==> src/rtl/regFile.sv <==
`timescale 1ns/10ps
`default_nettype none

module regFile (
   input  wire         clk,
   input  wire  [4:0]  rs1,
   input  wire  [4:0]  rs2,
   input  wire  [4:0]  rd,
   input  wire         we,
   input  wire  [31:0] wd,
   output logic [31:0] rd1,
   output logic [31:0] rd2
);

   logic [31:0] regs [32];

   always_ff @(posedge clk) begin
      if (we && rd != 5'd0) begin
         regs[rd] <= wd;
      end
   end

   assign rd1 = (rs1 == 5'd0) ? 32'd0 : regs[rs1];
   assign rd2 = (rs2 == 5'd0) ? 32'd0 : regs[rs2];

   // A read returns last edge's write, and x0 stays zero even when written
   readAfterWrite: assert property (@(posedge clk)
      $past(we) && (rs1 == $past(rd))
      |-> rd1 == (($past(rd) == 5'd0) ? 32'd0 : $past(wd)));

endmodule

`default_nettype wire

==> config.mk <==
export PLATFORM = sky130hd
export DESIGN_NAME = regFile
export DESIGN_NICKNAME = d
export VERILOG_FILES = /design/src/rtl/regFile.sv
export SDC_FILE = /design/constraint.sdc
export NUM_CORES = 1
export LEC_CHECK = 0
export BUFFER_PORTS_ARGS = -buffer_cell sky130_fd_sc_hd__buf_2
export CAP_MARGIN = 20
export CORE_MARGIN = 2
export CORE_UTILIZATION = 60
export DETAILED_ROUTE_END_ITERATION = 10
export GPL_ROUTABILITY_DRIVEN = 0
export PLACE_DENSITY_LB_ADDON = 0.05
export SKIP_LAST_GASP = 1
export SYNTH_ARGS = -nofsm -noshare
export SYNTH_HDL_FRONTEND = slang
export SYNTH_SLANG_ARGS = --single-unit
==> constraint.sdc <==
create_clock -name clk -period 5 [get_ports clk]
set_input_delay 0.5 -clock clk [delete_from_list [all_inputs] [get_ports clk]]
set_output_delay 0.5 -clock clk [all_outputs]
set_load 0.02 [all_outputs]
Yosys cells after proc, flatten, opt, wreduce, memory -nomap -nowiden

Memory sizes are Yosys's and may differ from the RTL's.
Cells that the tools add are included.

Register bits after elaboration: 0
RAM bits: 1024
Input port bits: 49
Output and inout bits: 64
Logic and storage cells: 9
Memories kept: 1

Memories:

| name | words | bits a word | read ports | clocked after memory_dff | write ports | line | text |
|---|---|---|---|---|---|---|---|
| regs | 32    | 32          | 2          | 0                        | 1           | 15   | `logic [31:0] regs [32];` |

Mux-type cells: 4
Reduce and logical (&&, ||, !) cells: 4

Operators by type and width:

| cell               | count |
|---|---|
| 32-bit 2-to-1 mux  | 2 |
| 5-bit zero test    | 2 |
| 5-bit nonzero test | 1 |
| 1-bit 2-to-1 mux   | 2 |
| 1-bit logical AND  | 1 |

Logic depth before layout (Yosys ltp)

Depth in word-level cells: 4
Mapped depth: 8

Least setup slack after synthesis

OpenSTA, ideal clock, no wires.

Path type: in2reg
Start: input port rd[1]
End: memory regs[12][0], enable pin
Arrival time: 2499 ps
Data required time: 4579 ps
Path slack: 2080 ps
Stages: 3
Path through: or3b_2 -> clkbuf_1 -> nor2_1

Cells in the longest elaborated chain, start to end: 4

Ends and longest elaborated chain:

| element                                | line | text |
|---|---|---|
| start, declared                        | 8    | `input wire [4:0] rd,` |
| 5-bit nonzero test                     | 18   | `if (we && rd != 5'd0) begin` |
| 1-bit logical AND                      | 18   |  |
| 1-bit 2-to-1 mux                       | 18   |  |
| 1-bit 2-to-1 mux (not written as such) | 19   | `regs[rd] <= wd;` |
| end, declared                          | 15   |  |

Several ways; a longest one is shown, not always the timed one.

Worst setup path after layout

Start: input port rs2[2]
End: output port rd2[20]

Cells in the longest elaborated chain, start to end: 2

Ends and longest elaborated chain:

| element                                                      | line | text |
|---|---|---|
| start, declared                                              | 7    | `input wire [4:0] rs2,` |
| memory 32 x 32 bit / 5-bit zero test (equally long branches) | n/a  |  |
| 32-bit 2-to-1 mux *                                          | 24   | `assign rd2 = (rs2 == 5'd0) ? 32'd0 : regs[rs2];` |
| end, declared                                                | 12   | `output logic [31:0] rd2` |

Every way passes the cells marked *; elsewhere a longest branch is shown, timed or not.

==> results.tsv <==
stage	metric	value	unit
outcome	outcome	finished clean	
cts	clock-sinks	1024	
power	p_clk_share	41.1	%
logic_synthesis	synth_warnings	0	
final_layout	layout-drive-gt1-share	28.9	%
critical_path	max_stage_delay	0.80	ns
final_layout	fillers	5045	
critical_path	critPathLaunchType	input port	
timing	fin_ws	1.10	ns
die	core_area	79000	um^2
placement	placed_cells	3650	
die	die_x	287	um
flow_run	drv_cap	0	
final_layout	top_register	regs	
power	fin_total_pwr	19.3	mW
routing	vias	29275	
timing	report.final.hold_viol_count	0	
power	p_per_area	360	nW/um^2
cts	cts_tree	done	
final_layout	largestRegisters	regs x1024	
power	ir_drop	0.290	mV
final_layout	nets	2755	
cts	cts_resized	0	
routing	ant_nets	0	
final_layout	mostFrequentLayoutCells	1024 x edfxtp_1, 320 x mux2i_1, 298 x mux4_2, 106 x clkbuf_16, 105 x buf_2	
die	dieArea	82200	um^2
die	initial_core_util	60.7	%
timing	fmax	0.256	GHz
grt	grt_overflow	0	
cts	cts_max_level	3	
placement	place_hpwl	86300	um
routing	wl_per_cell	39.1	um
routing	via_per_inst	7.63	
critical_path	cp.buffers_inverters	3	
hold_path	hp-class	in2reg	
placement	io_buffers	112	
final_layout	area_delta_synth_final	11.9	%
final_layout	final_cell_count_no_fill	3837	
timing	fin_setup_tns	0	ns
logic_synthesis	synth_cells	2564	
power	leakagePower	17.7	nW
power	p_seq_share	49.9	%
grt	antenna_found_initial	3	
routing	drt_wl_total	150000	um
timing	rsz0062_at_grt	false	
logic_synthesis	synth_ff_type	edfxtp_1	
final_layout	largest_reg_flops	1024	
logic_synthesis	synth-edff-count	1024	
power	switching_power	4.40	mW
cts	max-clock-path-buffers	3	
timing	fin_crit	3.90	ns
timing	maxSlewHeadroom	19.1	%
power	pwr-share-comb	9.0	%
cts	cts_buffers	103	
final_layout	layout_commonest_cell	edfxtp_1	
routing	drc	0	
critical_path	worst_path_max_delay_cell	buf_4	
critical_path	crit_type	in2out	
cts	clk_pin_slew	0.06	ns
timing	min_period_over_period	78.1	%
logic_synthesis	netlist.area_leader.share	64.2	%
cts	hold_buffers	0	
grt	grt_use_total	36.8	%
timing	setup_viol	0	
power	p_int	14.9	mW
logic_synthesis	yosys.cell_types.count	38	
critical_path	path_cells	buf_8 > buf_4 > mux2i_1 > a22oi_1 > nand4_1 > a211oi_1 > buf_2	
grt	grt_max_degree	96	
logic_synthesis	syn_area	47900	um^2
cts	cts-root-buf	clkbuf_16	
critical_path	worst-path-max-fanout	55	
logic_synthesis	synth_area_leader_cell	edfxtp_1	
logic_synthesis	synthArstFlopShare	0	%
logic_synthesis	ys_top_cells_by_area	edfxtp_1 64%, mux4_2 14%, mux2i_1 6.7%, mux4_1 3.0%, mux2_2 1.5%	
logic_synthesis	ys_ff_latch	1024	
grt	grt_pass1_wl	212000	um
logic_synthesis	synth-seq-area-share	64.2	%
timing	drv_slew	0	
die	die_y	287	um
placement	place_ws	1.19	ns
final_layout	antenna_cells	0	
critical_path	path_delay_family	buffers and inverters	
critical_path	critPathRequiredTime	4.50	ns
routing	firstDrtPassIters	6	
power	netSwitchingFraction	22.8	%
routing	drt_iter0_drc	4480	
grt	grt_pass1_vias	29255	
die	rows	103	
die	num_io_pins	113	
critical_path	cp-end-kind	primary output	
final_layout	finish.utilization	67.9	%
logic_synthesis	syn-mean-instance-area	18.7	um^2
cts	postCtsSetupBuffers	0	
critical_path	cp_data_arrival_time	3.40	ns
timing	worstMarginPinSlew	1.21	ns
-- synth_stat cells (12+ instances only) --
master    number
a22oi_1       64
edfxtp_1    1024
a221oi_1      36
nand2_1       83
mux4_1        54
buf_4         51
o21ai_0       51
clkbuf_1      98
buf_2         51
mux2i_1      320
nor2_1        36
buf_6         12
o221ai_1      64
mux2_2        64
nand4_1       32
a311oi_1      32
a211oi_1      64
mux4_2       298
a21oi_1       32
a221oi_2      19
nor2b_1       37
-- power groups by stage --
stage               Combinational (mW)  Sequential (mW)  Clock, mW
finish                            1.74             9.63       7.93
global route                      1.80             9.64       8.31
CTS                               1.71             9.63       7.98
detailed placement                1.71             9.81          0
global placement                  1.68             9.80          0
floorplan                         1.07             9.79          0
-- metrics by stage --
stage	instance area (um^2)	hold WS, ns
2_1_floorplan	48000	0.599
3_3_place_gp	50200	0.979
3_5_place_dp	50200	0.986
4_1_cts	53600	0.288
5_1_grt	53600	0.328
6_report	53600	0.308
-- cell type report --
cell class	instances	area, um^2	area share, %
tap	1050	1310	2.45
timing repair buffer	222	1680	3.13
clock buffer	121	2710	5.05
sequential	1024	30700	57.3
clock inverter	65	731	1.36
inverter	2	8.76	0.0163
multi-input combinational	1353	16400	30.6
-- metal layers --
metal | up-vias | wire length, um | part of all wire (%) | GRT usage (%)
li1 | 11324 | - | - | -
met2 | 2257 | 70500 | 47 | 57.2
met1 | 15315 | 55500 | 37 | 51.5
met4 | 6 | 5860 | 3.9 | 13.5
met3 | 373 | 17900 | 12 | 8.88
met5 | - | 38 | 0.025 | 0
-- path summary, 6_finish.rpt --
| kind | startpoint | to | slack (ns) | depth (start not counted) |
|---|---|---|---|---|
| worst max-delay path | rs2[2] | rd2[20] | 1.10 | 7 |
| worst min-delay path | wd[26] | regs[12][26] | 0.31 | 1 |
-- cell families after synthesis --
| kind of cell | Yosys count | share of synthesized area [%] |
|---|---|---|
| muxes | 736 | 25.1 |
| other | 1 | 0.00782 |
| buffers and inverters | 218 | 2.44 |
| DFF | 1024 | 64.2 |
| and+or+nand+nor | 210 | 2.17 |
| AOI/OAI and AO/OA | 375 | 6.09 |
No activity file was read; power rests on OpenSTA's default activity.
