==> src/rtl/rvPkg.sv <==
`default_nettype none

package rvPkg;

   // Major opcode, instruction bits 6..2
   typedef enum logic [4:0] {
      LOAD   = 5'b00000,
      NOP    = 5'b00010,
      OPIMM  = 5'b00100,
      AUIPC  = 5'b00101,
      STORE  = 5'b01000,
      OP     = 5'b01100,
      LUI    = 5'b01101,
      BRANCH = 5'b11000,
      JALR   = 5'b11001,
      JAL    = 5'b11011
   } opcodeT;

   // Top bit is instruction bit 30, low bits are funct3
   typedef enum logic [3:0] {
      ADD   = 4'b0000,
      SLL   = 4'b0001,
      SLT   = 4'b0010,
      SLTU  = 4'b0011,
      XOR   = 4'b0100,
      SRL   = 4'b0101,
      OR    = 4'b0110,
      AND   = 4'b0111,
      SUB   = 4'b1000,
      PASSB = 4'b1001,
      SRA   = 4'b1101
   } aluOpT;

   typedef enum logic [2:0] {
      NONE = 3'd0,
      I    = 3'd1,
      S    = 3'd2,
      B    = 3'd3,
      U    = 3'd4,
      J    = 3'd5
   } immTypeT;

   typedef enum logic [1:0] {
      PLUS4  = 2'd0,
      TARGET = 2'd1,
      HOLD   = 2'd2
   } pcSelT;

   typedef enum logic [1:0] {
      MEM = 2'd0,
      ALU = 2'd1,
      PC4 = 2'd2
   } wbSelT;

   // Execute stage controls
   typedef struct packed {
      logic    aSel;
      logic    bSel;
      aluOpT   aluOp;
      logic    brUn;
      logic [1:0] storeSize;
   } exCtrlT;

   // Writeback stage controls
   typedef struct packed {
      logic       regWrEn;
      wbSelT      wbSel;
      logic [2:0] loadFunct3;
   } wbCtrlT;

   // Writeback result forwarded into decode (fa1, fb1) and execute (fa2, fb2)
   typedef struct packed {
      logic fa1;
      logic fb1;
      logic fa2;
      logic fb2;
   } fwdT;

   typedef struct packed {
      logic [31:0] addr;
   } axiAwT;

   typedef struct packed {
      logic [31:0] data;
      logic [3:0]  strb;
   } axiWT;

   localparam logic [3:0]  ioRegion = 4'h8;
   localparam logic [31:0] nopInst  = 32'h0000_0013;

endpackage

`default_nettype wire

==> src/rtl/execUnit.sv <==
`timescale 1ns/10ps
`default_nettype none

module execUnit (
   input  wire [31:0]           exInst,
   input  wire [31:0]           pc,
   input  wire [31:0]           rs1Val,
   input  wire [31:0]           rs2Val,
   input  wire [31:0]           wbVal,
   input  wire rvPkg::exCtrlT   exCtrl,
   input  wire rvPkg::immTypeT  immType,
   input  wire rvPkg::fwdT      fwd,
   output logic [31:0]          aluOut,
   output logic [31:0]          storeData,
   output logic                 brEq,
   output logic                 brLt
);

   logic [31:0] opA;
   logic [31:0] opB;
   logic [31:0] imm;
   logic [31:0] aIn;
   logic [31:0] bIn;
   logic [4:0]  shamt;

   assign opA = fwd.fa2 ? wbVal : rs1Val;
   assign opB = fwd.fb2 ? wbVal : rs2Val;

   always_comb begin
      case (immType)
         rvPkg::I: imm = {{20{exInst[31]}}, exInst[31:20]};
         rvPkg::S: imm = {{20{exInst[31]}}, exInst[31:25], exInst[11:7]};
         rvPkg::B: imm = {{19{exInst[31]}}, exInst[31], exInst[7], exInst[30:25],
                          exInst[11:8], 1'b0};
         rvPkg::U: imm = {exInst[31:12], 12'd0};
         rvPkg::J: imm = {{11{exInst[31]}}, exInst[31], exInst[19:12], exInst[20],
                          exInst[30:21], 1'b0};
         default:  imm = 32'd0;
      endcase
   end

   assign aIn   = exCtrl.aSel ? pc : opA;
   assign bIn   = exCtrl.bSel ? imm : opB;
   assign shamt = bIn[4:0];

   always_comb begin
      case (exCtrl.aluOp)
         rvPkg::ADD:  aluOut = aIn + bIn;
         rvPkg::SUB:  aluOut = aIn - bIn;
         rvPkg::SLL:  aluOut = aIn << shamt;
         rvPkg::SLT:  aluOut = {31'd0, $signed(aIn) < $signed(bIn)};
         rvPkg::SLTU: aluOut = {31'd0, aIn < bIn};
         rvPkg::XOR:  aluOut = aIn ^ bIn;
         rvPkg::SRL:  aluOut = aIn >> shamt;
         rvPkg::SRA:  aluOut = $unsigned($signed(aIn) >>> shamt);
         rvPkg::OR:   aluOut = aIn | bIn;
         rvPkg::AND:  aluOut = aIn & bIn;
         default:     aluOut = bIn;
      endcase
   end

   // Narrow stores repeat the value on every byte lane
   always_comb begin
      case (exCtrl.storeSize)
         2'b00:   storeData = {4{opB[7:0]}};
         2'b01:   storeData = {2{opB[15:0]}};
         default: storeData = opB;
      endcase
   end

   assign brEq = (opA == opB);
   assign brLt = exCtrl.brUn ? (opA < opB) : ($signed(opA) < $signed(opB));

endmodule

`default_nettype wire

==> config.mk <==
export PLATFORM = sky130hd
export DESIGN_NAME = execUnit
export DESIGN_NICKNAME = d
export VERILOG_FILES = /design/src/rtl/rvPkg.sv /design/src/rtl/execUnit.sv
export SDC_FILE = /design/constraint.sdc
export NUM_CORES = 1
export LEC_CHECK = 0
export BUFFER_PORTS_ARGS = -buffer_cell sky130_fd_sc_hd__clkbuf_2
export CAP_MARGIN = 20
export CORE_MARGIN = 10
export CORE_UTILIZATION = 49
export DETAILED_ROUTE_END_ITERATION = 7
export PLACE_DENSITY = 0.83
export SETUP_SLACK_MARGIN = 0.05
export SLEW_MARGIN = 20
export SYNTH_ARGS = -nofsm -noshare
export SYNTH_HDL_FRONTEND = slang
export SYNTH_SLANG_ARGS = --single-unit
==> constraint.sdc <==
create_clock -name vclk -period 7.05
set_clock_uncertainty 0.1 [all_clocks]
set_input_delay 0.705 -clock vclk [all_inputs]
set_output_delay 0.705 -clock vclk [all_outputs]
set_load 0.02 [all_outputs]
After elaboration in Yosys (flattened, before gate mapping). Cells that the tools add are included.

Bits in registers: 0. Input bits: 176.

Add/sub/neg operators: 2. Order comparisons: 4. Equal/unequal tests: 16. Shift-type cells: 3. Muxes and demuxes: 8. Bitwise logic cells: 3. Reduce and logical (&&, ||, !) cells: 2.

Operators by type and width (count): 32-bit one-hot mux with 10 select lines (1); 32-bit one-hot mux with 5 select lines (1); 32-bit less-than comparator (4); 32-bit two-way mux (4); 32-bit one-hot mux with 2 select lines (1); 32-bit adder (1); 32-bit bitwise AND (1); 32-bit equality test (1); 32-bit OR (1); 32-bit by 5-bit << shifter with 32-bit output (1); 32-bit by 5-bit >> shifter with 32-bit output (1); 32-bit by 5-bit >>> shifter with 32-bit output (1); 32-bit subtractor (1); 32-bit bitwise XOR (1); 4-bit by 3-bit equality test with 1-bit output, second input constant (4); 4-bit by 2-bit equality test with 1-bit output, second input constant (2); 4-bit equality test, second input constant (2); 3-bit by 2-bit equality test with 1-bit output, second input constant (2); 3-bit equality test, second input constant (2); 4-bit by 1-bit equality test with 1-bit output, second input constant (1); 4-bit zero test (1); 3-bit by 1-bit equality test with 1-bit output, second input constant (1); 2-bit by 1-bit equality test with 1-bit output, second input constant (1); 2-bit zero test (1); 1-bit two-way mux (1).

Depth between registers and ports, before layout.
Depth in word-level cells: 5. Depth in mapped cells: 20. Depth with buffers taken out: 18.

Worst setup path before layout. Ideal clock, no wire load.

Kind: input to output. Start point: input fwd[0] in the netlist's numbering. End point: output aluOut[0]. Arrival time: 5289 ps. Data required time: 6245 ps. Setup slack: 956 ps. Stages: 19. Buffers on the path: 6. Path through: buf_2 mux2i_1 o211a_4 buf_2 buf_4 buf_2 clkbuf_1 ha_1 buf_2 nor2b_1 o21a_1 o21ai_0 a311oi_1 or3_2 o21ai_2 o211ai_2 a211oi_1 nor2_1 o41ai_1.

Word-level cells in the longest chain between the ends: 4. Elaborated cells on any way between the ends: 13.

RTL lines: start: declaration (line execUnit.sv:12) `input wire rvPkg::fwdT fwd,`; 32-bit two-way mux * (line execUnit.sv:27) `assign opB = fwd.fb2 ? wbVal : rs2Val;`; 32-bit two-way mux * (line execUnit.sv:43) `assign bIn = exCtrl.bSel ? imm : opB;`; 32-bit subtractor (tied with other cells) (line execUnit.sv:49) `rvPkg::SUB: aluOut = aIn - bIn;`; 32-bit one-hot mux with 10 select lines * (line execUnit.sv:47) `case (exCtrl.aluOp)`; end: declaration (line execUnit.sv:13) `output logic [31:0] aluOut,`.

Mark *: on every way between the ends. The rest lies on a longest branch, timed or not.

Final worst setup path.
Start point: input fwd[0] in the netlist's numbering. End point: output aluOut[27].

Word-level cells in the longest chain between the ends: 4. Elaborated cells on any way between the ends: 11.

RTL lines (line): 32-bit two-way mux * (execUnit.sv:27); 32-bit two-way mux * (execUnit.sv:43); 32-bit subtractor (tied with other cells) (execUnit.sv:49); 32-bit one-hot mux with 10 select lines * (execUnit.sv:47).

Marks and branches as above.

==> metrics.yaml <==
placement:
  place_ws_ns: 0.596
  gp_congestion: 1.09
  dpl_cell_area_um2: 13200
  port_buffers: 233
  dp_hpwl_mm: 55.3
cells_and_area:
  diodes: 0
  final_area_um2: 13200
  fin_nets: 2280
  layout_commonest_cell: "clkbuf_2"
  syn2layout_area_growth_pct: 11.3
  nFlopsAndLatches: 0
  drive_above_1_share: 0.199
  final_core_util: 0.558
  regArea_um2: 0
  multi_input_area_um2: 10900
  num-clock-buffers: 0
  layout_common_cells: "clkbuf_2, a21oi_1, nor2_1, nand2_1, o21ai_0"
  fill_cells: 2434
logic_synthesis:
  synthDistinctLibCells: 82
  avgSynthCellArea_um2: 6.48
  yosys_warnings: 0
  syn_area_um2: 11900
  synthCells: 1832
  yosysSeqAreaShare: 0
  syn-num-nets: 2139
cts:
  ctsHoldBuffers: 0
  cts_setup_buffers: 0
  ctsResizeCount: 0
floorplan:
  row_count: 56
  start_util: 0.501
  die_h_um: 176
  core_um2: 23700
  die_w_um: 176
  dieArea_um2: 30800
  num_io_pins: 242
global_routing:
  grt_pass1_wl_mm: 97.6
  grt_pass1_vias: 15300
  grt_max_degree: 66
  grt_overflow: 0
  grt.total_usage: 0.409
  grt_antenna_before_repair: 0
setup_path:
  endpoint_kind: "output port"
  cp-start-kind: "input pin"
  crit_fanout: 13
  cp_data_required_time_ns: 6.24
  endpoint: "aluOut[27]"
  crit_start: "fwd[0]"
  cp_data_arrival_time_ns: 5.94
  criticalPathCategory: "in2out"
sta:
  fin_tns_setup_ns: 0
  post-route-min-period_ns: 6.75
  setup_ws_ns: 0.304
  period_share: 0.957
  rsz0062_at_grt: "false"
  setup_viol: 0
  relSlewSlack: 0.253
  report.final.slew_viol_count: 0
  whs_ns: 1.68
  tightestPinTransition_ns: 1.11
  finalHoldViolCount: 0
  max_freq_mhz: 148
routing:
  drc_errors: 0
  antenna_left: 0
  num_vias: 16400
  wl_per_cell_um: 29.8
  firstDrtPassIters: 7
  drt-total-wl_mm: 68.3
  via_per_inst: 7.17
  dr.first_iter.drc_count: 2816
power:
  power_density_nw_per_um2: 134
  vdd_drop_max_mv: 0.0858
  p_leak_nw: 6.05
outcome:
  status: "finished clean"
flow_run:
  cap_violations: 0
min_path:
  min_path_type: "in2out"
## metal layers
metal / global-route usage / share of wire / vias to the layer above
met2: 0.626 / 0.42 / 1484
met4: 0.251 / 0.074 / 2
li1: - / - / 7056
met3: 0.115 / 0.14 / 283
met1: 0.496 / 0.37 / 7583
met5: 0.0150 / 0.00082 / -
## logic make-up (layout without fill, tap and decap cells)
logic type,Yosys count,count (layout),synth area share
AO/OA/AOI/OAI,687,687,0.372
adder cells (fa/ha/maj),131,131,0.139
multiplexers,191,191,0.170
XOR/XNOR,31,31,0.0229
buffers and inverters,252,391,0.0860
AND/OR/NAND/NOR,540,540,0.210
## cells in the mapped netlist, drive strengths merged (6+ instances only)
library cell | count | area share
a21oi | 207 | 0.087
nand3 | 38 | 0.016
nor2 | 177 | 0.057
and2 | 8 | 0.0042
o21ai | 154 | 0.066
inv | 109 | 0.034
o21a | 6 | 0.0038
nor3 | 45 | 0.019
nor2b | 17 | 0.0090
ha | 129 | 0.14
o21bai | 11 | 0.0070
or2 | 8 | 0.0042
a211oi | 34 | 0.022
a221oi | 16 | 0.012
or3 | 13 | 0.0074
a22oi | 18 | 0.011
mux2 | 77 | 0.073
nand4b | 9 | 0.0066
a32oi | 18 | 0.013
o31ai | 13 | 0.0082
buf | 54 | 0.023
nand4 | 14 | 0.0074
a211o | 9 | 0.0066
nor4 | 11 | 0.0058
nand2 | 159 | 0.050
a21o | 33 | 0.021
a31oi | 27 | 0.014
clkbuf | 87 | 0.028
o22a | 11 | 0.0081
o211ai | 46 | 0.030
o221ai | 6 | 0.0044
nand2b | 24 | 0.013
mux2i | 114 | 0.097
o22ai | 18 | 0.0095
xnor2 | 27 | 0.020
## worst max-delay path, stage by stage
cell	delay, ns
clkbuf_2	0.40
mux2_2	0.42
o21ai_0	0.86
inv_1	0.13
ha_1	0.47
or3_4	0.45
or4_4	0.45
a32o_1	0.25
a311oi_2	0.45
a211oi_1	0.22
o311ai_1	0.37
a21o_1	0.16
nand3_1	0.18
a22oi_1	0.22
clkbuf_2	0.21
## stage by stage
stage,power (mW),instances
2_1_floorplan,1.13,1832
3_3_place_gp,1.66,2290
3_5_place_dp,1.68,2290
4_1_cts,1.69,2290
5_1_grt,1.86,2290
6_report,1.77,2290
## how the worst min path moves through the flow
stage                     slack [ns]  cells past startpoint  startpoint           end
final                           1.68                      4   exCtrl[2]          brLt
after global routing            1.71                      4   exCtrl[2]          brLt
after CTS                       1.68                      4   exCtrl[2]          brLt
after detailed placement        1.68                      4   exCtrl[2]          brLt
after global placement          1.68                      4   exCtrl[2]          brLt
after floorplan                 1.53                      2   rs2Val[1]  storeData[1]
## report_power, final
group          internal, mW  switching [mW]
combinational         0.587            1.19
clock                     0               0
sequential                0               0
total                 0.587            1.19
## final cells by class
| class | instances | share of cell area |
|---|---|---|
| Multi-Input combinational cell | 1580 | 0.823 |
| Timing Repair Buffer | 280 | 0.115 |
| Inverter | 111 | 0.0315 |
| Tap cell | 319 | 0.0302 |
(Power assumes the default switching activity.)
