$ cat config.mk
export PLATFORM = sky130hd
export DESIGN_NAME = mmioWriteBridge
export DESIGN_NICKNAME = d
export VERILOG_FILES = /design/src/rtl/rvPkg.sv /design/src/rtl/mmioWriteBridge.sv
export SDC_FILE = /design/constraint.sdc
export NUM_CORES = 1
export LEC_CHECK = 0
export ABC_AREA = 1
export BUFFER_PORTS_ARGS = -buffer_cell sky130_fd_sc_hd__buf_2
export CAP_MARGIN = 0
export CORE_MARGIN = 5
export CORE_UTILIZATION = 44
export CTS_CLUSTER_DIAMETER = 120
export CTS_CLUSTER_SIZE = 30
export DETAILED_ROUTE_END_ITERATION = 7
export MAX_ROUTING_LAYER = met4
export PLACE_DENSITY = 0.92
export SLEW_MARGIN = 20
export SYNTH_ARGS = -nofsm -noshare
export SYNTH_HDL_FRONTEND = slang
export SYNTH_SLANG_ARGS = --single-unit
$ cat constraint.sdc
create_clock -name clk -period 6.7 [get_ports clk]
set_input_delay 0.335 -clock clk [delete_from_list [all_inputs] [get_ports clk]]
set_output_delay 0.335 -clock clk [all_outputs]
set_load 0.02 [all_outputs]
$ cat src/rtl/rvPkg.sv
`default_nettype none

package rvPkg;

   // Major opcode, instruction bits 6..2
   typedef enum logic [4:0] {
      LOAD   = 5'b00000,
      NOP    = 5'b00010,
      OPIMM  = 5'b00100,
      AUIPC  = 5'b00101,
      STORE  = 5'b01000,
      OP     = 5'b01100,
      LUI    = 5'b01101,
      BRANCH = 5'b11000,
      JALR   = 5'b11001,
      JAL    = 5'b11011
   } opcodeT;

   // Top bit is instruction bit 30, low bits are funct3
   typedef enum logic [3:0] {
      ADD   = 4'b0000,
      SLL   = 4'b0001,
      SLT   = 4'b0010,
      SLTU  = 4'b0011,
      XOR   = 4'b0100,
      SRL   = 4'b0101,
      OR    = 4'b0110,
      AND   = 4'b0111,
      SUB   = 4'b1000,
      PASSB = 4'b1001,
      SRA   = 4'b1101
   } aluOpT;

   typedef enum logic [2:0] {
      NONE = 3'd0,
      I    = 3'd1,
      S    = 3'd2,
      B    = 3'd3,
      U    = 3'd4,
      J    = 3'd5
   } immTypeT;

   typedef enum logic [1:0] {
      PLUS4  = 2'd0,
      TARGET = 2'd1,
      HOLD   = 2'd2
   } pcSelT;

   typedef enum logic [1:0] {
      MEM = 2'd0,
      ALU = 2'd1,
      PC4 = 2'd2
   } wbSelT;

   // Execute stage controls
   typedef struct packed {
      logic    aSel;
      logic    bSel;
      aluOpT   aluOp;
      logic    brUn;
      logic [1:0] storeSize;
   } exCtrlT;

   // Writeback stage controls
   typedef struct packed {
      logic       regWrEn;
      wbSelT      wbSel;
      logic [2:0] loadFunct3;
   } wbCtrlT;

   // Writeback result forwarded into decode (fa1, fb1) and execute (fa2, fb2)
   typedef struct packed {
      logic fa1;
      logic fb1;
      logic fa2;
      logic fb2;
   } fwdT;

   typedef struct packed {
      logic [31:0] addr;
   } axiAwT;

   typedef struct packed {
      logic [31:0] data;
      logic [3:0]  strb;
   } axiWT;

   localparam logic [3:0]  ioRegion = 4'h8;
   localparam logic [31:0] nopInst  = 32'h0000_0013;

endpackage

`default_nettype wire

$ cat src/rtl/mmioWriteBridge.sv
`timescale 1ns/10ps
`default_nettype none

module mmioWriteBridge (
   input  wire          clk,
   input  wire          rst,
   input  wire          ioStore,
   input  wire  [31:0]  addr,
   input  wire  [31:0]  data,
   input  wire  [3:0]   strb,
   input  wire          awready,
   input  wire          wready,
   input  wire          bvalid,
   input  wire  [1:0]   bresp,
   output rvPkg::axiAwT aw,
   output logic         awvalid,
   output rvPkg::axiWT  w,
   output logic         wvalid,
   output logic         bready,
   output logic         stall
);

   typedef enum logic [1:0] {stIdle, stSend, stResp} stateT;

   stateT state;
   logic  awDone;
   logic  wDone;

   // Channel finished, or finishing this cycle
   assign awDone = !awvalid || awready;
   assign wDone  = !wvalid || wready;

   always_ff @(posedge clk) begin
      if (rst) begin
         state   <= stIdle;
         awvalid <= 1'b0;
         wvalid  <= 1'b0;
      end else begin
         case (state)
            stIdle: begin
               if (ioStore) begin
                  awvalid <= 1'b1;
                  wvalid  <= 1'b1;
                  state   <= stSend;
               end
            end
            stSend: begin
               if (awready) begin
                  awvalid <= 1'b0;
               end
               if (wready) begin
                  wvalid <= 1'b0;
               end
               if (awDone && wDone) begin
                  state <= stResp;
               end
            end
            default: begin
               if (bvalid) begin
                  state <= stIdle;
               end
            end
         endcase
      end
   end

   always_ff @(posedge clk) begin
      if (state == stIdle && ioStore) begin
         aw.addr <= addr;
         w.data  <= data;
         w.strb  <= strb;
      end
   end

   assign bready = (state == stResp);

   // Released in the cycle the response handshake completes
   assign stall = (state == stIdle && ioStore) || (state == stSend) ||
                  (state == stResp && !bvalid);

   awStable: assert property (@(posedge clk) disable iff (rst)
      awvalid && !awready |=> awvalid && $stable(aw));

   wStable: assert property (@(posedge clk) disable iff (rst)
      wvalid && !wready |=> wvalid && $stable(w));

   // I/O devices never refuse a write
   respOkay: assert property (@(posedge clk) disable iff (rst)
      bvalid && bready |-> bresp == 2'b00);

endmodule

`default_nettype wire

# Word level (Yosys, flattened, before mapping)
# Index checks and enable logic that the tools add are counted.
# word_totals
reg_bits	72
out_inout_bits	72
word_cells	37
# classes
eq_ne	6
n_mux	9
n_reduce_logical	16
# op_table
op	count
AND reduction 3 bit	3
inequality test 2 bit (second input constant)	4
two-way mux 2 bit	3
logical OR 1 bit	4
one-hot mux 1 bit (2 select lines)	2
one-hot mux 2 bit (2 select lines)	1
logical AND 1 bit	3
logical NOT 1 bit	3
two-way mux 1 bit	3
nonzero test 3 bit	1
equality test 2 x 1 -> 1 bit (second input constant)	1
equality test 2 bit (second input constant)	1
logical NOT 2 bit	1
nonzero test 2 bit	1

# Longest topological paths before layout
# Gate-level depths: netlist of run 1.
# logic_depth
ltp_word	5
ltp_mapped	7

# Worst setup path before layout of run 1
# Ideal clock, no wire load.
# synth_path
kind	reg2out
startpoint	register state[1]
endpoint	output stall
arrival_time_ps	2231
slack_ps	4134
path_stages_with_launch	6
cell_sequence	dfxtp_1 -> nor2_1 -> nand2_1 -> inv_1 -> nor2_1 -> o31ai_1
# synth_between
elab_chain_cells	4
elab_cells_between_ends	7
cone_classes	2 x eq/ne; 5 x reduce/logical
# synth_rtl
element	line	text
from (decl)	mmioWriteBridge.sv:25	stateT state;
from (signal assigned)	mmioWriteBridge.sv:35	state <= stIdle;
from (signal assigned)	mmioWriteBridge.sv:44	state <= stSend;
from (signal assigned)	mmioWriteBridge.sv:55	state <= stResp;
logical NOT 2 bit	mmioWriteBridge.sv:78	assign stall = (state == stIdle && ioStore) || (state == stSend) ||
logical AND 1 bit	mmioWriteBridge.sv:78	
logical OR 1 bit	mmioWriteBridge.sv:78	
logical OR 1 bit *	mmioWriteBridge.sv:78	
to (decl)	mmioWriteBridge.sv:20	output logic stall
# Mark *: on every way between the ends. The rest lies on a longest branch, timed or not.

# Worst setup path after layout of run 1
# Ends and elaborated chain as after synthesis.

==> results.json, run 1 <==
{
  "p_per_area_mw_per_mm2": 314,
  "yosysUniqueCellTypes": 11,
  "status": "finished clean",
  "initial_utilization_pct": 44.9,
  "synth_top_area_share_pct": 90.1,
  "layout_common_cells": "145 x buf_2, 68 x edfxtp_1, 9 x nand2_1, 9 x inv_1, 9 x clkbuf_8",
  "clk_path_buf_depth": 2,
  "routedWlPerCell_microns": 15.8,
  "grt_pass1_vias": 1633,
  "power_uw": 1040,
  "numCtsBuffers": 9,
  "stdcell_count": 338,
  "clk_latency_ns": 0.34,
  "setup_tns_ns": 0,
  "avgViaCountPerCell": 4.52,
  "top_layer": "met4",
  "ctsHoldBuffers": 0,
  "synth_top_family_by_area": "simple AND/OR/NAND/NOR gates",
  "final_core_util_pct": 65.6,
  "cts_max_level": 3,
  "drv_slew": 0,
  "rows": 26,
  "synth-adder-area-share_pct": 0,
  "wl_met3_microns": 570,
  "hpwl_mm": 4.13,
  "fillers": 365,
  "path_class": "register to output pin",
  "clock_sinks": 72,
  "ant_nets": 0,
  "drtPass1Iterations": 5,
  "synth_top_area_cell": "edfxtp_1",
  "synth_seq_cells": 72,
  "crit_required_ns": 6.36,
  "min_path_type": "input pin to register",
  "gr-usage-all-layers_pct": 17.1,
  "yosys_warnings": 0,
  "rsz0062_at_grt": "false",
  "die_area_sq_mm": 0.00668,
  "m1WireLength_mm": 1.80,
  "remaining_drc_errors": 0,
  "fmax_mhz": 368,
  "cts_resized": 0,
  "grt_max_degree": 42,
  "ys_seq_area_share_pct": 93.6,
  "synthTopCellsByArea": "edfxtp_1 90%, dfxtp_1 3.5%, inv_1 1.7%",
  "syn_area_per_cell_sq_um": 21.6,
  "grt_pass1_wl_mm": 7.66,
  "mappedNetlistArea_sq_mm": 0.00227,
  "crit_path_start_kind": "register",
  "cts.clk_slew.worst_paths_ns": 0.08,
  "antenna_found_initial": 1,
  "drt_iter0_drc": 105,
  "final_common_cell": "buf_2",
  "io_buffers": 145,
  "synth-simple-area-share_pct": 3.09,
  "vdd_ir_drop_max_uv": 179,
  "synthXorXnorAreaFrac_pct": 0,
  "synth_compound_area_share_pct": 1.60,
  "min_period_ns": 2.72,
  "fin_skew_ns": 0.00757,
  "tightest_slew_ns": 0.558,
  "io_pins": 148,
  "finalHoldViolations": 0,
  "root_buffer": "clkbuf_8",
  "crit_fanout": 41,
  "drive_gt1_share_pct": 61.8,
  "period_share_pct": 40.6,
  "wl_met2_mm": 2.81,
  "die_y_microns": 81.8,
  "cp-end-kind": "output pin",
  "areaGrowthSynthToFinish_pct": 46.0,
  "syn-num-nets": 181,
  "die_x_microns": 81.8,
  "cts_tree": "built",
  "nets": 338,
  "critical_path_arrival_ns": 2.38,
  "p_leak_uw": 0.00147,
  "slew_headroom_pct": 62.7,
  "place_inst": 321,
  "routed_wl_mm": 5.36,
  "syn_inst": 105,
  "gp_congestion": 0.793,
  "maxCapViolations": 0,
  "cts_setup_buffers": 0,
  "grt_overflow_total": 0,
  "core_sq_mm": 0.00504,
  "synthMuxAreaShare_pct": 0,
  "setup_viol": 0,
  "vias": 1527
}
==> stage by stage <==
step | hold WS, ns | worst slack (ns) | area (sq um)
2_1_floorplan | 0.397 | 4.13 | 2270
3_3_place_gp | 0.506 | 4.43 | 3090
3_5_place_dp | 0.513 | 4.33 | 3090
4_1_cts | 0.147 | 3.94 | 3310
5_1_grt | 0.143 | 3.74 | 3310
6_report | 0.159 | 3.98 | 3310
==> critical path, stage by stage, from the launching register on <==
cell and delay (ns):
dfxtp_1 0.36, nor2_1 0.15, nand2_1 0.15, inv_2 0.45, buf_4 0.54, nor2_1 0.08, o31ai_1 0.08, buf_2 0.20
==> power by group <==
group / switching, uW / internal, uW
registers: 9.72 / 534
logic: 83.5 / 40.8
clock network: 159 / 210
total: 252 / 785
==> cell type report <==
cell class                 instances  area (sq um)  share of cell area (%)
multi-input combinational         23           106                    3.21
tap                               70          87.6                    2.65
sequential                        72          2120                    64.1
clock buffer                       9           124                    3.74
clock inverter                     7          95.1                    2.87
inverter                          10          37.5                    1.13
timing repair buffer             146           733                    22.2
antenna                            1          2.50                  0.0756
==> per-layer routing <==
metal / vias up / track usage [%]
li1: 705 / -
met1: 704 / 16.6
met2: 101 / 28.7
met3: 17 / 5.92
met4: 0 / 11.5
met5: - / -
==> sequential cells by signal, indices dropped and copies added, names as in the netlist <==
register and count:
aw 32, w 36, state 2, awvalid 1, wvalid 1
==> kinds of logic after synthesis <==
| kind of cell | after synthesis |
|---|---|
| flip-flops | 72 |
| AND/OR/NAND/NOR | 17 |
| buffers and inverters | 10 |
| AO/OA/AOI/OAI | 6 |
==> synthesized netlist by cell type <==
master and instances:
edfxtp_1 68, inv_1 10, nor2_1 4, nand3_1 3, dfxtp_1 4, o31ai_1 1, o21ai_0 2, a21oi_2 1
a21oi_1 2, nand2_1 9, nor2_2 1
==> path summary, 6_finish.rpt <==
path	from	end	cells past startpoint	slack [ns]
worst max-delay path	state[1]	stall	7	3.98
worst min-delay path	addr[22]	aw[22]	1	0.16
worst max register to register	state[1]	w[5]	4	4.66
worst min register to register	state[0]	state[0]	2	0.58
(Power assumes the default switching activity.)
==> run 2, diff against run 1 <==
- CORE_UTILIZATION: 44 -> 37
- PLACE_DENSITY: 0.92 -> 0.84
- clock period: 6.7 -> 2.4 ns (I/O delays scaled with it)
==> run 2 against run 1 <==
Critical path depth unchanged; via count increased by 15%; total power increased to 2.9 times the previous value; combinational power increased to 3.6 times the previous value; critical path type unchanged.
==> results.json, run 2 (synthesis gave the netlist of run 1 again) <==
{
  "crit_buf_inv": 3,
  "die_y_microns": 88.3,
  "die_x_microns": 88.3,
  "layout_common_cells": "145 x buf_2, 69 x dlygate4sd3_1, 68 x edfxtp_1",
  "crit_fanout": 24,
  "largest_register": "w",
  "final_core_util_pct": 67.6,
  "maxCapViolations": 0,
  "critPathLaunch": "state[1]",
  "min_period_ns": 1.83,
  "met1_usage_pct": 17.7,
  "fillers": 393,
  "nets": 408,
  "status": "finished clean",
  "largest_reg_flops": 36,
  "finalHoldViolations": 0,
  "cpMostUsedCell": "nor2_1",
  "io_pins": 148,
  "areaGrowthSynthToFinish_pct": 76.6,
  "drt_iter0_drc": 73,
  "seq_area_sq_mm": 0.00212,
  "power_uw": 2960,
  "p_leak_uw": 0.00175,
  "rsz0062_at_grt": "false",
  "pre_cts_slack_ns": 0.839,
  "critical_path_arrival_ns": 1.71,
  "placed_cell_area_sq_mm": 0.00310,
  "drive_gt1_share_pct": 48.7,
  "cp-end-kind": "output pin",
  "vias": 1763,
  "vdd_ir_drop_max_uv": 481,
  "cts_resized": 0,
  "postLayoutSetupSlackWorst_ns": 0.572,
  "avgViaCountPerCell": 4.28,
  "ant_nets": 0,
  "fin_skew_ns": 0.00493,
  "cts.clk_slew.worst_paths_ns": 0.07,
  "grt_use_met2_pct": 29.6,
  "core_sq_mm": 0.00592,
  "clock_sinks": 72,
  "initial_utilization_pct": 38.3,
  "cts_max_level": 3,
  "crit_path_start_kind": "register",
  "gr-usage-all-layers_pct": 16.9,
  "cts_tree": "built",
  "ctsHoldBuffers": 69,
  "path_class": "register to output pin",
  "hpwl_mm": 4.06,
  "grt_overflow_total": 0,
  "routed_wl_mm": 6.20,
  "grt_pass1_vias": 1916,
  "cts_setup_buffers": 0,
  "period_share_pct": 76.2,
  "crit_required_ns": 2.28,
  "setup_viol": 0,
  "grt.busiest_layer": "met2",
  "p_per_area_mw_per_mm2": 739,
  "slew_headroom_pct": 63.9,
  "rows": 28,
  "min_path_type": "input pin to register",
  "die_area_sq_mm": 0.00779,
  "path_delay_family": "buffers and inverters",
  "worstPathCellList": "nor2_1 -> nand2_1 -> inv_2 -> buf_4 -> nor2_1 -> o31ai_1 -> buf_2",
  "drtPass1Iterations": 4,
  "drv_slew": 0,
  "setup_tns_ns": 0,
  "tightest_slew_ns": 0.541,
  "fmax_mhz": 547,
  "multi_input_area_sq_um": 106,
  "reg_top3": "w (36), aw (32), state (2)",
  "final_common_cell": "buf_2",
  "io_buffers": 145,
  "remaining_drc_errors": 0,
  "fin_area_sq_mm": 0.00400,
  "gp_congestion": 0.784,
  "root_buffer": "clkbuf_8",
  "grt_max_degree": 46,
  "critPathSlowestCell": "dfxtp_1",
  "routedWlPerCell_microns": 15.1,
  "antenna_found_initial": 0,
  "n_antenna_cell": 0,
  "clk_latency_ns": 0.32,
  "r2r-start": "state[1]",
  "numCtsBuffers": 9,
  "min-delay-start": "bvalid",
  "cpPeakStageDelay_ns": 0.35,
  "grt_pass1_wl_mm": 9.29,
  "clk_path_buf_depth": 2,
  "grt_use_met3_pct": 4.38
}
## run 2: cell count changes in the layout (fill, tap and decap cells not counted)
cell	previous run	this run
dlygate4sd3_1	0	69
clkinvlp_4	1	2
buf_4	1	2
diode_2	1	0
clkbuf_1	0	1
inv_6	1	0
clkinv_1	0	1
clkinv_4	1	0
clkinv_2	2	1
## run 2: power breakdown
group	total [uW]	internal (uW)	leakage [uW]	switching [uW]
clock	997	580	0.0000999	417
sequential	1520	1490	0.000684	27.4
combinational	441	190	0.000966	251
## run 2: final cells by class
class                   count  area share (%)
clock buffers              10            3.19
clock inverters             6            2.09
inverters                  10           0.938
multi-input cells          23            2.66
flip-flops and latches     72            53.0
well taps                  75            2.34
repair buffers            216            35.8
## run 2: final timing paths
| check | slack, ns | cells past startpoint | to |
|---|---|---|---|
| worst max-delay path | 0.57 | 7 | stall |
| worst min register to register | 0.55 | 2 | state[0] |
| worst max register to register | 0.84 | 4 | w[10] |
| worst min-delay path | 0.09 | 4 | state[1] |
## run 2: per-layer routing
metal / share of wire [%] / vias up / routed length, microns
li1: - / 843 / -
met3: 10 / 11 / 643
met1: 35 / 806 / 2190
met2: 53 / 103 / 3260
met4: 1.8 / 0 / 110
met5: 0 / - / 0
## run 2: through the flow
step,hold slack (ns),cells
2_1_floorplan,0.182,105
3_3_place_gp,0.296,327
3_5_place_dp,0.298,327
4_1_cts,0.0575,412
5_1_grt,0.0762,412
6_report,0.0857,412
## run 2: tightest hold or removal path: stages
cell and delay, ns:
buf_2 0.09, nor2_1 0.05, inv_1 0.05, a21oi_1 0.05
