**config.mk**
```make
export PLATFORM = sky130hd
export DESIGN_NAME = pipeControl
export DESIGN_NICKNAME = d
export VERILOG_FILES = /design/src/rtl/rvPkg.sv /design/src/rtl/pipeControl.sv
export SDC_FILE = /design/constraint.sdc
export NUM_CORES = 1
export LEC_CHECK = 0
export ABC_AREA = 1
export ABC_CLOCK_PERIOD_IN_PS = 1200
export BUFFER_PORTS_ARGS = -buffer_cell sky130_fd_sc_hd__buf_2
export CORE_ASPECT_RATIO = 1.75
export CORE_MARGIN = 3
export CORE_UTILIZATION = 35
export DETAILED_ROUTE_END_ITERATION = 10
export GPL_TIMING_DRIVEN = 0
export PLACE_DENSITY = 0.68
export SLEW_MARGIN = 20
export SYNTH_ARGS = -nofsm -noshare
export SYNTH_HDL_FRONTEND = slang
export SYNTH_SLANG_ARGS = --single-unit
```
**constraint.sdc**
```tcl
create_clock -name clk -period 1.2 [get_ports clk]
set_input_delay 0.06 -clock clk [delete_from_list [all_inputs] [get_ports clk]]
set_output_delay 0.06 -clock clk [all_outputs]
set_load 0.005 [all_outputs]
```
**src/rtl/rvPkg.sv**
```systemverilog
`default_nettype none

package rvPkg;

   // Major opcode, instruction bits 6..2
   typedef enum logic [4:0] {
      LOAD   = 5'b00000,
      NOP    = 5'b00010,
      OPIMM  = 5'b00100,
      AUIPC  = 5'b00101,
      STORE  = 5'b01000,
      OP     = 5'b01100,
      LUI    = 5'b01101,
      BRANCH = 5'b11000,
      JALR   = 5'b11001,
      JAL    = 5'b11011
   } opcodeT;

   // Top bit is instruction bit 30, low bits are funct3
   typedef enum logic [3:0] {
      ADD   = 4'b0000,
      SLL   = 4'b0001,
      SLT   = 4'b0010,
      SLTU  = 4'b0011,
      XOR   = 4'b0100,
      SRL   = 4'b0101,
      OR    = 4'b0110,
      AND   = 4'b0111,
      SUB   = 4'b1000,
      PASSB = 4'b1001,
      SRA   = 4'b1101
   } aluOpT;

   typedef enum logic [2:0] {
      NONE = 3'd0,
      I    = 3'd1,
      S    = 3'd2,
      B    = 3'd3,
      U    = 3'd4,
      J    = 3'd5
   } immTypeT;

   typedef enum logic [1:0] {
      PLUS4  = 2'd0,
      TARGET = 2'd1,
      HOLD   = 2'd2
   } pcSelT;

   typedef enum logic [1:0] {
      MEM = 2'd0,
      ALU = 2'd1,
      PC4 = 2'd2
   } wbSelT;

   // Execute stage controls
   typedef struct packed {
      logic    aSel;
      logic    bSel;
      aluOpT   aluOp;
      logic    brUn;
      logic [1:0] storeSize;
   } exCtrlT;

   // Writeback stage controls
   typedef struct packed {
      logic       regWrEn;
      wbSelT      wbSel;
      logic [2:0] loadFunct3;
   } wbCtrlT;

   // Writeback result forwarded into decode (fa1, fb1) and execute (fa2, fb2)
   typedef struct packed {
      logic fa1;
      logic fb1;
      logic fa2;
      logic fb2;
   } fwdT;

   typedef struct packed {
      logic [31:0] addr;
   } axiAwT;

   typedef struct packed {
      logic [31:0] data;
      logic [3:0]  strb;
   } axiWT;

   localparam logic [3:0]  ioRegion = 4'h8;
   localparam logic [31:0] nopInst  = 32'h0000_0013;

endpackage

`default_nettype wire

```
**src/rtl/pipeControl.sv**
```systemverilog
`timescale 1ns/10ps
`default_nettype none

module pipeControl #(
   parameter logic [31:0] resetPc = 32'h0
) (
   input  wire                  clk,
   input  wire                  rst,
   input  wire                  stall,
   input  wire [31:0]           inst,
   input  wire                  brEq,
   input  wire                  brLt,
   input  wire [31:0]           exAddr,
   output rvPkg::immTypeT       immType,
   output rvPkg::exCtrlT        exCtrl,
   output rvPkg::wbCtrlT        wbCtrl,
   output rvPkg::fwdT           fwd,
   output rvPkg::pcSelT         pcSel,
   output logic                 injectNop,
   output logic                 dramWe,
   output logic                 ioStore
);

   // Empty slot left in the pipeline by reset
   localparam logic [31:0] emptySlot = {25'd0, rvPkg::NOP, 2'b11};

   // Data RAM answers in the 256 MB region of the reset vector
   localparam logic [3:0] memRegion = resetPc[31:28];

   logic [31:0]    exInst;
   logic [31:0]    wbInst;
   logic [4:0]     wbRd;
   logic           wbWrites;
   logic           taken;
   logic           isStore;
   rvPkg::opcodeT  exOp;
   rvPkg::opcodeT  wbOp;
   rvPkg::immTypeT decImm;

   function automatic logic readsRs1(input logic [4:0] op);
      case (op)
         rvPkg::LUI, rvPkg::AUIPC, rvPkg::JAL, rvPkg::NOP: readsRs1 = 1'b0;
         default: readsRs1 = 1'b1;
      endcase
   endfunction

   function automatic logic readsRs2(input logic [4:0] op);
      readsRs2 = (op == rvPkg::OP) || (op == rvPkg::STORE) || (op == rvPkg::BRANCH);
   endfunction

   assign exOp = rvPkg::opcodeT'(exInst[6:2]);
   assign wbOp = rvPkg::opcodeT'(wbInst[6:2]);
   assign wbRd = wbInst[11:7];

   always_ff @(posedge clk) begin
      if (rst) begin
         exInst  <= emptySlot;
         wbInst  <= emptySlot;
         immType <= rvPkg::NONE;
      end else if (!stall) begin
         // A taken branch in execute kills the instruction being fetched
         exInst  <= injectNop ? rvPkg::nopInst : inst;
         immType <= injectNop ? rvPkg::NONE : decImm;
         wbInst  <= exInst;
      end
   end

   always_comb begin
      case (inst[6:2])
         rvPkg::LOAD, rvPkg::JALR, rvPkg::OPIMM: decImm = rvPkg::I;
         rvPkg::STORE:                           decImm = rvPkg::S;
         rvPkg::BRANCH:                          decImm = rvPkg::B;
         rvPkg::AUIPC, rvPkg::LUI:               decImm = rvPkg::U;
         rvPkg::JAL:                             decImm = rvPkg::J;
         default:                                decImm = rvPkg::NONE;
      endcase
   end

   always_comb begin
      exCtrl = '{aSel: 1'b0, bSel: 1'b1, aluOp: rvPkg::ADD, brUn: 1'b0, storeSize: 2'b10};
      case (exOp)
         rvPkg::STORE: exCtrl.storeSize = exInst[13:12];
         rvPkg::BRANCH: begin
            exCtrl.aSel = 1'b1;
            exCtrl.brUn = exInst[13];
         end
         rvPkg::JAL, rvPkg::AUIPC: exCtrl.aSel = 1'b1;
         rvPkg::OP: begin
            exCtrl.bSel  = 1'b0;
            exCtrl.aluOp = rvPkg::aluOpT'({exInst[30], exInst[14:12]});
         end
         rvPkg::OPIMM: begin
            // Bit 30 belongs to the immediate except for shifts
            if (exInst[13:12] == 2'b01) begin
               exCtrl.aluOp = rvPkg::aluOpT'({exInst[30], exInst[14:12]});
            end else begin
               exCtrl.aluOp = rvPkg::aluOpT'({1'b0, exInst[14:12]});
            end
         end
         rvPkg::LUI: exCtrl.aluOp = rvPkg::PASSB;
         default: ;
      endcase
   end

   // funct3 bit 2 picks less-than over equal, bit 0 inverts
   assign taken = exInst[14] ? (brLt ^ exInst[12]) : (brEq ^ exInst[12]);

   always_comb begin
      if (exOp == rvPkg::JAL || exOp == rvPkg::JALR || (exOp == rvPkg::BRANCH && taken)) begin
         pcSel = rvPkg::TARGET;
      end else begin
         pcSel = rvPkg::PLUS4;
      end
   end

   assign injectNop = (pcSel == rvPkg::TARGET);

   assign isStore = (exOp == rvPkg::STORE);
   assign dramWe  = isStore && (exAddr[31:28] == memRegion);
   assign ioStore = isStore && (exAddr[31:28] == rvPkg::ioRegion);

   always_comb begin
      wbCtrl = '{regWrEn: 1'b0, wbSel: rvPkg::ALU, loadFunct3: wbInst[14:12]};
      case (wbOp)
         rvPkg::LOAD: begin
            wbCtrl.regWrEn = 1'b1;
            wbCtrl.wbSel   = rvPkg::MEM;
         end
         rvPkg::JAL, rvPkg::JALR: begin
            wbCtrl.regWrEn = 1'b1;
            wbCtrl.wbSel   = rvPkg::PC4;
         end
         rvPkg::OP, rvPkg::OPIMM, rvPkg::AUIPC, rvPkg::LUI: wbCtrl.regWrEn = 1'b1;
         default: ;
      endcase
   end

   // x0 never forwards
   assign wbWrites = wbCtrl.regWrEn && (wbRd != 5'd0);

   always_comb begin
      fwd.fa1 = wbWrites && readsRs1(inst[6:2]) && (inst[19:15] == wbRd);
      fwd.fb1 = wbWrites && readsRs2(inst[6:2]) && (inst[24:20] == wbRd);
      fwd.fa2 = wbWrites && readsRs1(exInst[6:2]) && (exInst[19:15] == wbRd);
      fwd.fb2 = wbWrites && readsRs2(exInst[6:2]) && (exInst[24:20] == wbRd);
   end

   // Stalls freeze the PC through its enable, so the select never holds
   pcHoldOnlyInReset: assert property (@(posedge clk) (pcSel == rvPkg::HOLD) |-> rst);

endmodule

`default_nettype wire

```
Word-level counts from Yosys, hierarchy flattened
Memory sizes are Yosys's and may differ from the RTL's.
Cells that the tools add are included.
{ "op_classes": {"n_reduce_logical": 26, "mux": 14, "bitwise_logic": 2, "eq_ne": 29} }
{ "op_table": {"columns": ["cell", "count"], "rows": [
  ["$eq 5x4->1 const B", 8],
  ["$eq 5x5->1 const B", 7],
  ["$mux 31", 1],
  ["$eq 5x3->1 const B", 5],
  ["$eq 5x5->1", 4],
  ["$logic_and 1x1->1", 12],
  ["$pmux 4 s3", 1],
  ["$eq 5x2->1 const B", 2],
  ["$mux 1", 8],
  ["$reduce_or 4->1", 2],
  ["$reduce_or 7->1", 1],
  ["$logic_or 1x1->1", 6],
  ["$logic_not 5->1", 1],
  ["$reduce_bool 5->1", 1],
  ["$eq 2x1->1 const B", 2],
  ["$eq 4x4->1 const B", 1],
  ["$logic_not 4->1", 1],
  ["$mux 4", 1],
  ["$pmux 2 s2", 1],
  ["$mux 3", 1],
  ["$reduce_or 3->1", 1],
  ["$mux 2", 1],
  ["$reduce_or 2->1", 1],
  ["$xor 1x1->1", 2]
]} }
{ "word_totals": {"mem_count": 1, "out_inout_bits": 27, "in_bits": 69, "rom_bits": 96, "register_bits": 49} }
{ "mem_list": {"columns": ["name", "depth", "word_bits", "read_ports", "rd_clocked_by_memory_dff", "wr", "line", "source"], "rows": [
  ["(no name shown)", 32, 3, 1, 0, 0, "pipeControl.sv:69", "case (inst[6:2])"]
]} }

Logic depth before layout (Yosys ltp)
{ "depth": {"depth_word": 7, "mapped_depth": 8, "depth_no_buf": 8} }

Least setup slack after synthesis
OpenSTA, ideal clock, no wires.
{ "synth_timing": {"kind": "register to register", "startpoint": "reg exInst[3]", "endpoint": "reg exInst[10]", "required_time_ps": 1077, "path_stages_with_launch": 9, "period_less_slack_ps": 1206, "setup_time_ps": 123, "path_slack_ps": -6, "arrival_time_ps": 1084, "cell_sequence": "dfxtp_1 buf_2 nor2_2 nand2_4 nor2_4 nand2_4 buf_8 nand3_2 a21oi_2"} }
{ "synth_via": {"elab_chain_len": 6} }
{ "synth_rtl": {"columns": ["element", "line", "source"], "rows": [
  ["from (decl)", "pipeControl.sv:30", "logic [31:0] exInst;"],
  ["from (signal assigned)", "pipeControl.sv:57", "exInst <= emptySlot;"],
  ["from (signal assigned)", "pipeControl.sv:62", "exInst <= injectNop ? rvPkg::nopInst : inst;"],
  ["$eq 5x5->1", "pipeControl.sv:109", "if (exOp == rvPkg::JAL || exOp == rvPkg::JALR || (exOp == rvPkg::BRANCH && taken)) begin"],
  ["$logic_or 1x1->1 or $logic_and 1x1->1 (tied branches)", "pipeControl.sv:109", null],
  ["$logic_or 1x1->1 (*)", "pipeControl.sv:109", null],
  ["$mux 1 (*)", "pipeControl.sv:109", null],
  ["$eq 2x1->1 (*)", "pipeControl.sv:116", "assign injectNop = (pcSel == rvPkg::TARGET);"],
  ["$mux 31 (*)", "pipeControl.sv:62", null]
]} }
Every way passes the cells marked *; elsewhere a longest branch is shown, timed or not.
A chain may end at the register's enable or synchronous reset.

Final worst setup path
{ "layout_timing": {"startpoint": "reg exInst[5]", "endpoint": "out pcSel[0]"} }
{ "layout_via": {"elab_chain_len": 4} }
{ "layout_rtl": {"columns": ["element", "line", "source"], "rows": [
  ["$eq 5x5->1", "pipeControl.sv:109", null],
  ["$logic_or 1x1->1 or $logic_and 1x1->1 (tied branches)", "pipeControl.sv:109", null],
  ["$logic_or 1x1->1 (*)", "pipeControl.sv:109", null],
  ["$mux 1 (*)", "pipeControl.sv:109", null],
  ["to (decl)", "pipeControl.sv:18", "output rvPkg::pcSelT pcSel,"]
]} }
Marks and branches as above.

==> metrics <==
Ys Warns=0; Max Root-Sink Buffers=2; worst vdd ir=0.779 mV; sequential share of the synthesized area=33.7%; Area Growth Syn to Fin=44.5%; sequential cell area=846 sq um; critical path peak fanout=4; Peak Freq=0.651 GHz; startpoint types=flop; count of final hold-check violations=0; Tcrit/Tclk final=128%; placed cell area=2770 sq um; num rows=39; post-synthesis xor/xnor area fraction=5.89%; drt via density=5.22; Syn Inst Count=312; Combinational Power Share=17.4%; mux contribution to synthesized area=0%; die area=7860 sq um; drt first pass iters=4; largest net degree at the start of global routing=14; hold path cells=3; RSZ-0062 raised after global routing=yes; Avg Cell Area, Syn=7.62 sq um; fin worst setup slack=-0.335 ns; synthesized area=2380 sq um; multi-input logic area=1530 sq um; required time worst endpoint=1.14 ns; Cell variety after synth=27; Iter 0 DRT Violations=174; Synth Area in Simple Gates=27.9%; total CTS buffers=5; outcome=finished with violations; Pwr Total=3.72 mW; EDFF count, synth=0; Most Frequent Cell on Critical Path=nand2_4; sum of buffers and inverters on the critical path=3; Initial Utilization=36.4%; Compound-Gate Fraction of Synth Area=20.9%; CTS Sinks=40; Max Cap Viol=0; clk_lat worst skew=0.29 ns; clock share of power=41.6%; WL/cell=16.0 microns; All-Layer GR Usage=19.0%; Antenna Cells=0; first-pass GRT wire length=11100 microns; number of synthesized register bits=40; Leakage=1.56 nW; Synth area leader=dfxtp_1; CP max stage delay=0.39 ns; total length of routed wires=7510 microns; post-route setup TNS=-10.34 ns; clk slew on worst S/H paths=0.06 ns; final setup fails=43; CTS tree=done; Setup Crit Path Kind=flop to output port; share of cells above drive strength 1=49.5%; Slew Viols, Final=0; Placer Congestion=0.871; CP Capture Type=output port; Fillers=655; via count=2453; Int Pwr=2.68 mW; detailed-placement wirelength estimate=5120 microns; asr flop ratio synth=0%; cell depth of the worst flop-to-flop path=9; Design Area, Final=3440 sq um; post-synth net total=381; failing checks=setup timing; pwr/cell area=1080 nW/um^2; Ports=96; Hold Crit Class=primary input to flop; dominant synthesized flop cell=dfxtp_1; CP top delay family=simple AND/OR/NAND/NOR gates; Cells after DPL=451; vias in the first global route=2347; Final min period=1.54 ns; Worst Path Arrival=1.48 ns; post-route insts no fill=470; nets=456; clock root cell=clkbuf_16; Final Skew=0.00593 ns; adder-cell area share of the yosys netlist=0%; Routed Antenna Nets=0; Fin Hold WS=0.0162 ns; GRT Residual Overflow=0; Die Height=115 microns; synth top area cells=dfxtp_1, nand3_2, o21ai_0; Switch Pwr=1.04 mW; slowest CP cell=dfxtp_4; DRC viols=0; PortBufs=57; top cell type's share of synthesized area=33.7%; # H-tree levels=2; Flop pwr share=41.0%; largest family of logic cells by synthesized area=simple AND/OR/NAND/NOR gates; core area=6540 sq um; Critical Path Stages=8; initial antenna violation count=0; cells along the critical path=inv_4 -> nor2_4 -> nand2_4 -> nor2_4 -> nand2_4 -> nand2_4 -> buf_6 -> buf_6; die width=68.3 microns; Sw Ratio=27.9%
==> power by group through the flow <==
stage	Clock [mW]	Combinational [mW]	Sequential [mW]
2_1_floorplan	0	0.397	1.49
3_3_place_gp	0	0.567	1.51
3_5_place_dp	0	0.575	1.51
4_1_cts	1.58	0.608	1.50
5_1_grt	1.62	0.710	1.53
6_report	1.55	0.648	1.52
==> through the flow <==
stage          util [%]  setup slack, ns
2_1_floorplan         -           0.0142
3_3_place_gp       42.4           -0.248
3_5_place_dp       42.4           -0.239
4_1_cts            49.4           -0.339
5_1_grt            52.5           -0.397
6_report           52.5           -0.335
==> cell usage after synthesis (2+ instances only) <==
cell type,count
inv_1,28
xnor2_1,11
buf_2,6
a21oi_1,21
nand3_1,16
xor2_1,5
nor3_1,11
o21ai_0,39
nand2_1,35
dfxtp_1,40
inv_2,2
buf_4,7
nor2_4,2
nor2_1,16
clkbuf_1,10
buf_8,2
a21oi_2,20
nand2_4,2
nand3_2,21
or2_2,2
nand4_1,10
==> area by class of cell <==
cell class	instances	area share, %
timing repair buffer	74	15.3
clock buffer	5	3.64
clock inverter	3	1.24
buffer	20	4.15
multi-input combinational	216	44.6
inverter	30	3.50
tap	82	2.99
sequential	40	24.6
==> per-layer routing <==
metal,track usage (%),share of wire [%]
met1,19.5,36
met2,34.7,56
met3,3.23,3.7
met4,11.0,4.0
met5,0,0
==> cell families after synthesis <==
logic type	count (synthesis)
AO/OA/AOI/OAI	83
XOR/XNOR	16
buffers and inverters	56
flip-flops	40
other	1
AND/OR/NAND/NOR	116
==> placed cells by master, fill, tap and decap left out, types with 3 or more instances in the layout <==
cell       instances
o21ai_1            3
nand2_4            5
buf_4             14
nor3_2             3
clkbuf_1           7
o21ai_0           36
nor2_2             3
a21oi_1           19
buf_2             57
nor2_1            11
nand4_1           10
nand3_2           12
nor3_1             6
inv_2              7
dfxtp_2            6
dfxtp_1           24
xnor2_1           11
inv_1             20
xor2_1             5
a21oi_2           22
inv_4              3
nand3_4           13
buf_6              8
dfxtp_4           10
nand2_1           28
clkbuf_16          5
nand3_1           12
nor2_4             5
buf_12             4
nand2_2            4
==> registers in the layout (all words and copies together) (netlist names) <==
name     count
exInst      24
immType      3
wbInst      13
==> what timing repair did <==
action | in CTS | in global routing
endpoints found under the setup margin | 45 | 45
setup buffers | 12 | 3
pin swaps | 11 | 17
cloned | 2 | 0
hold buffers | 1 | 0
endpoints found under the hold margin | 2 | 0
gates resized for setup | 51 | 53
==> worst min-delay path, stage by stage <==
cell and delay, ns:
buf_2 0.10, nand3_2 0.06, a21oi_2 0.04
==> final timing paths <==
check                to       start  slack [ns]
max            pcSel[0]   exInst[5]       -0.34
min          exInst[12]    inst[12]        0.02
max reg2reg  immType[1]   exInst[5]       -0.29
min reg2reg  immType[1]  immType[1]        0.47
(Power assumes the default switching activity.)
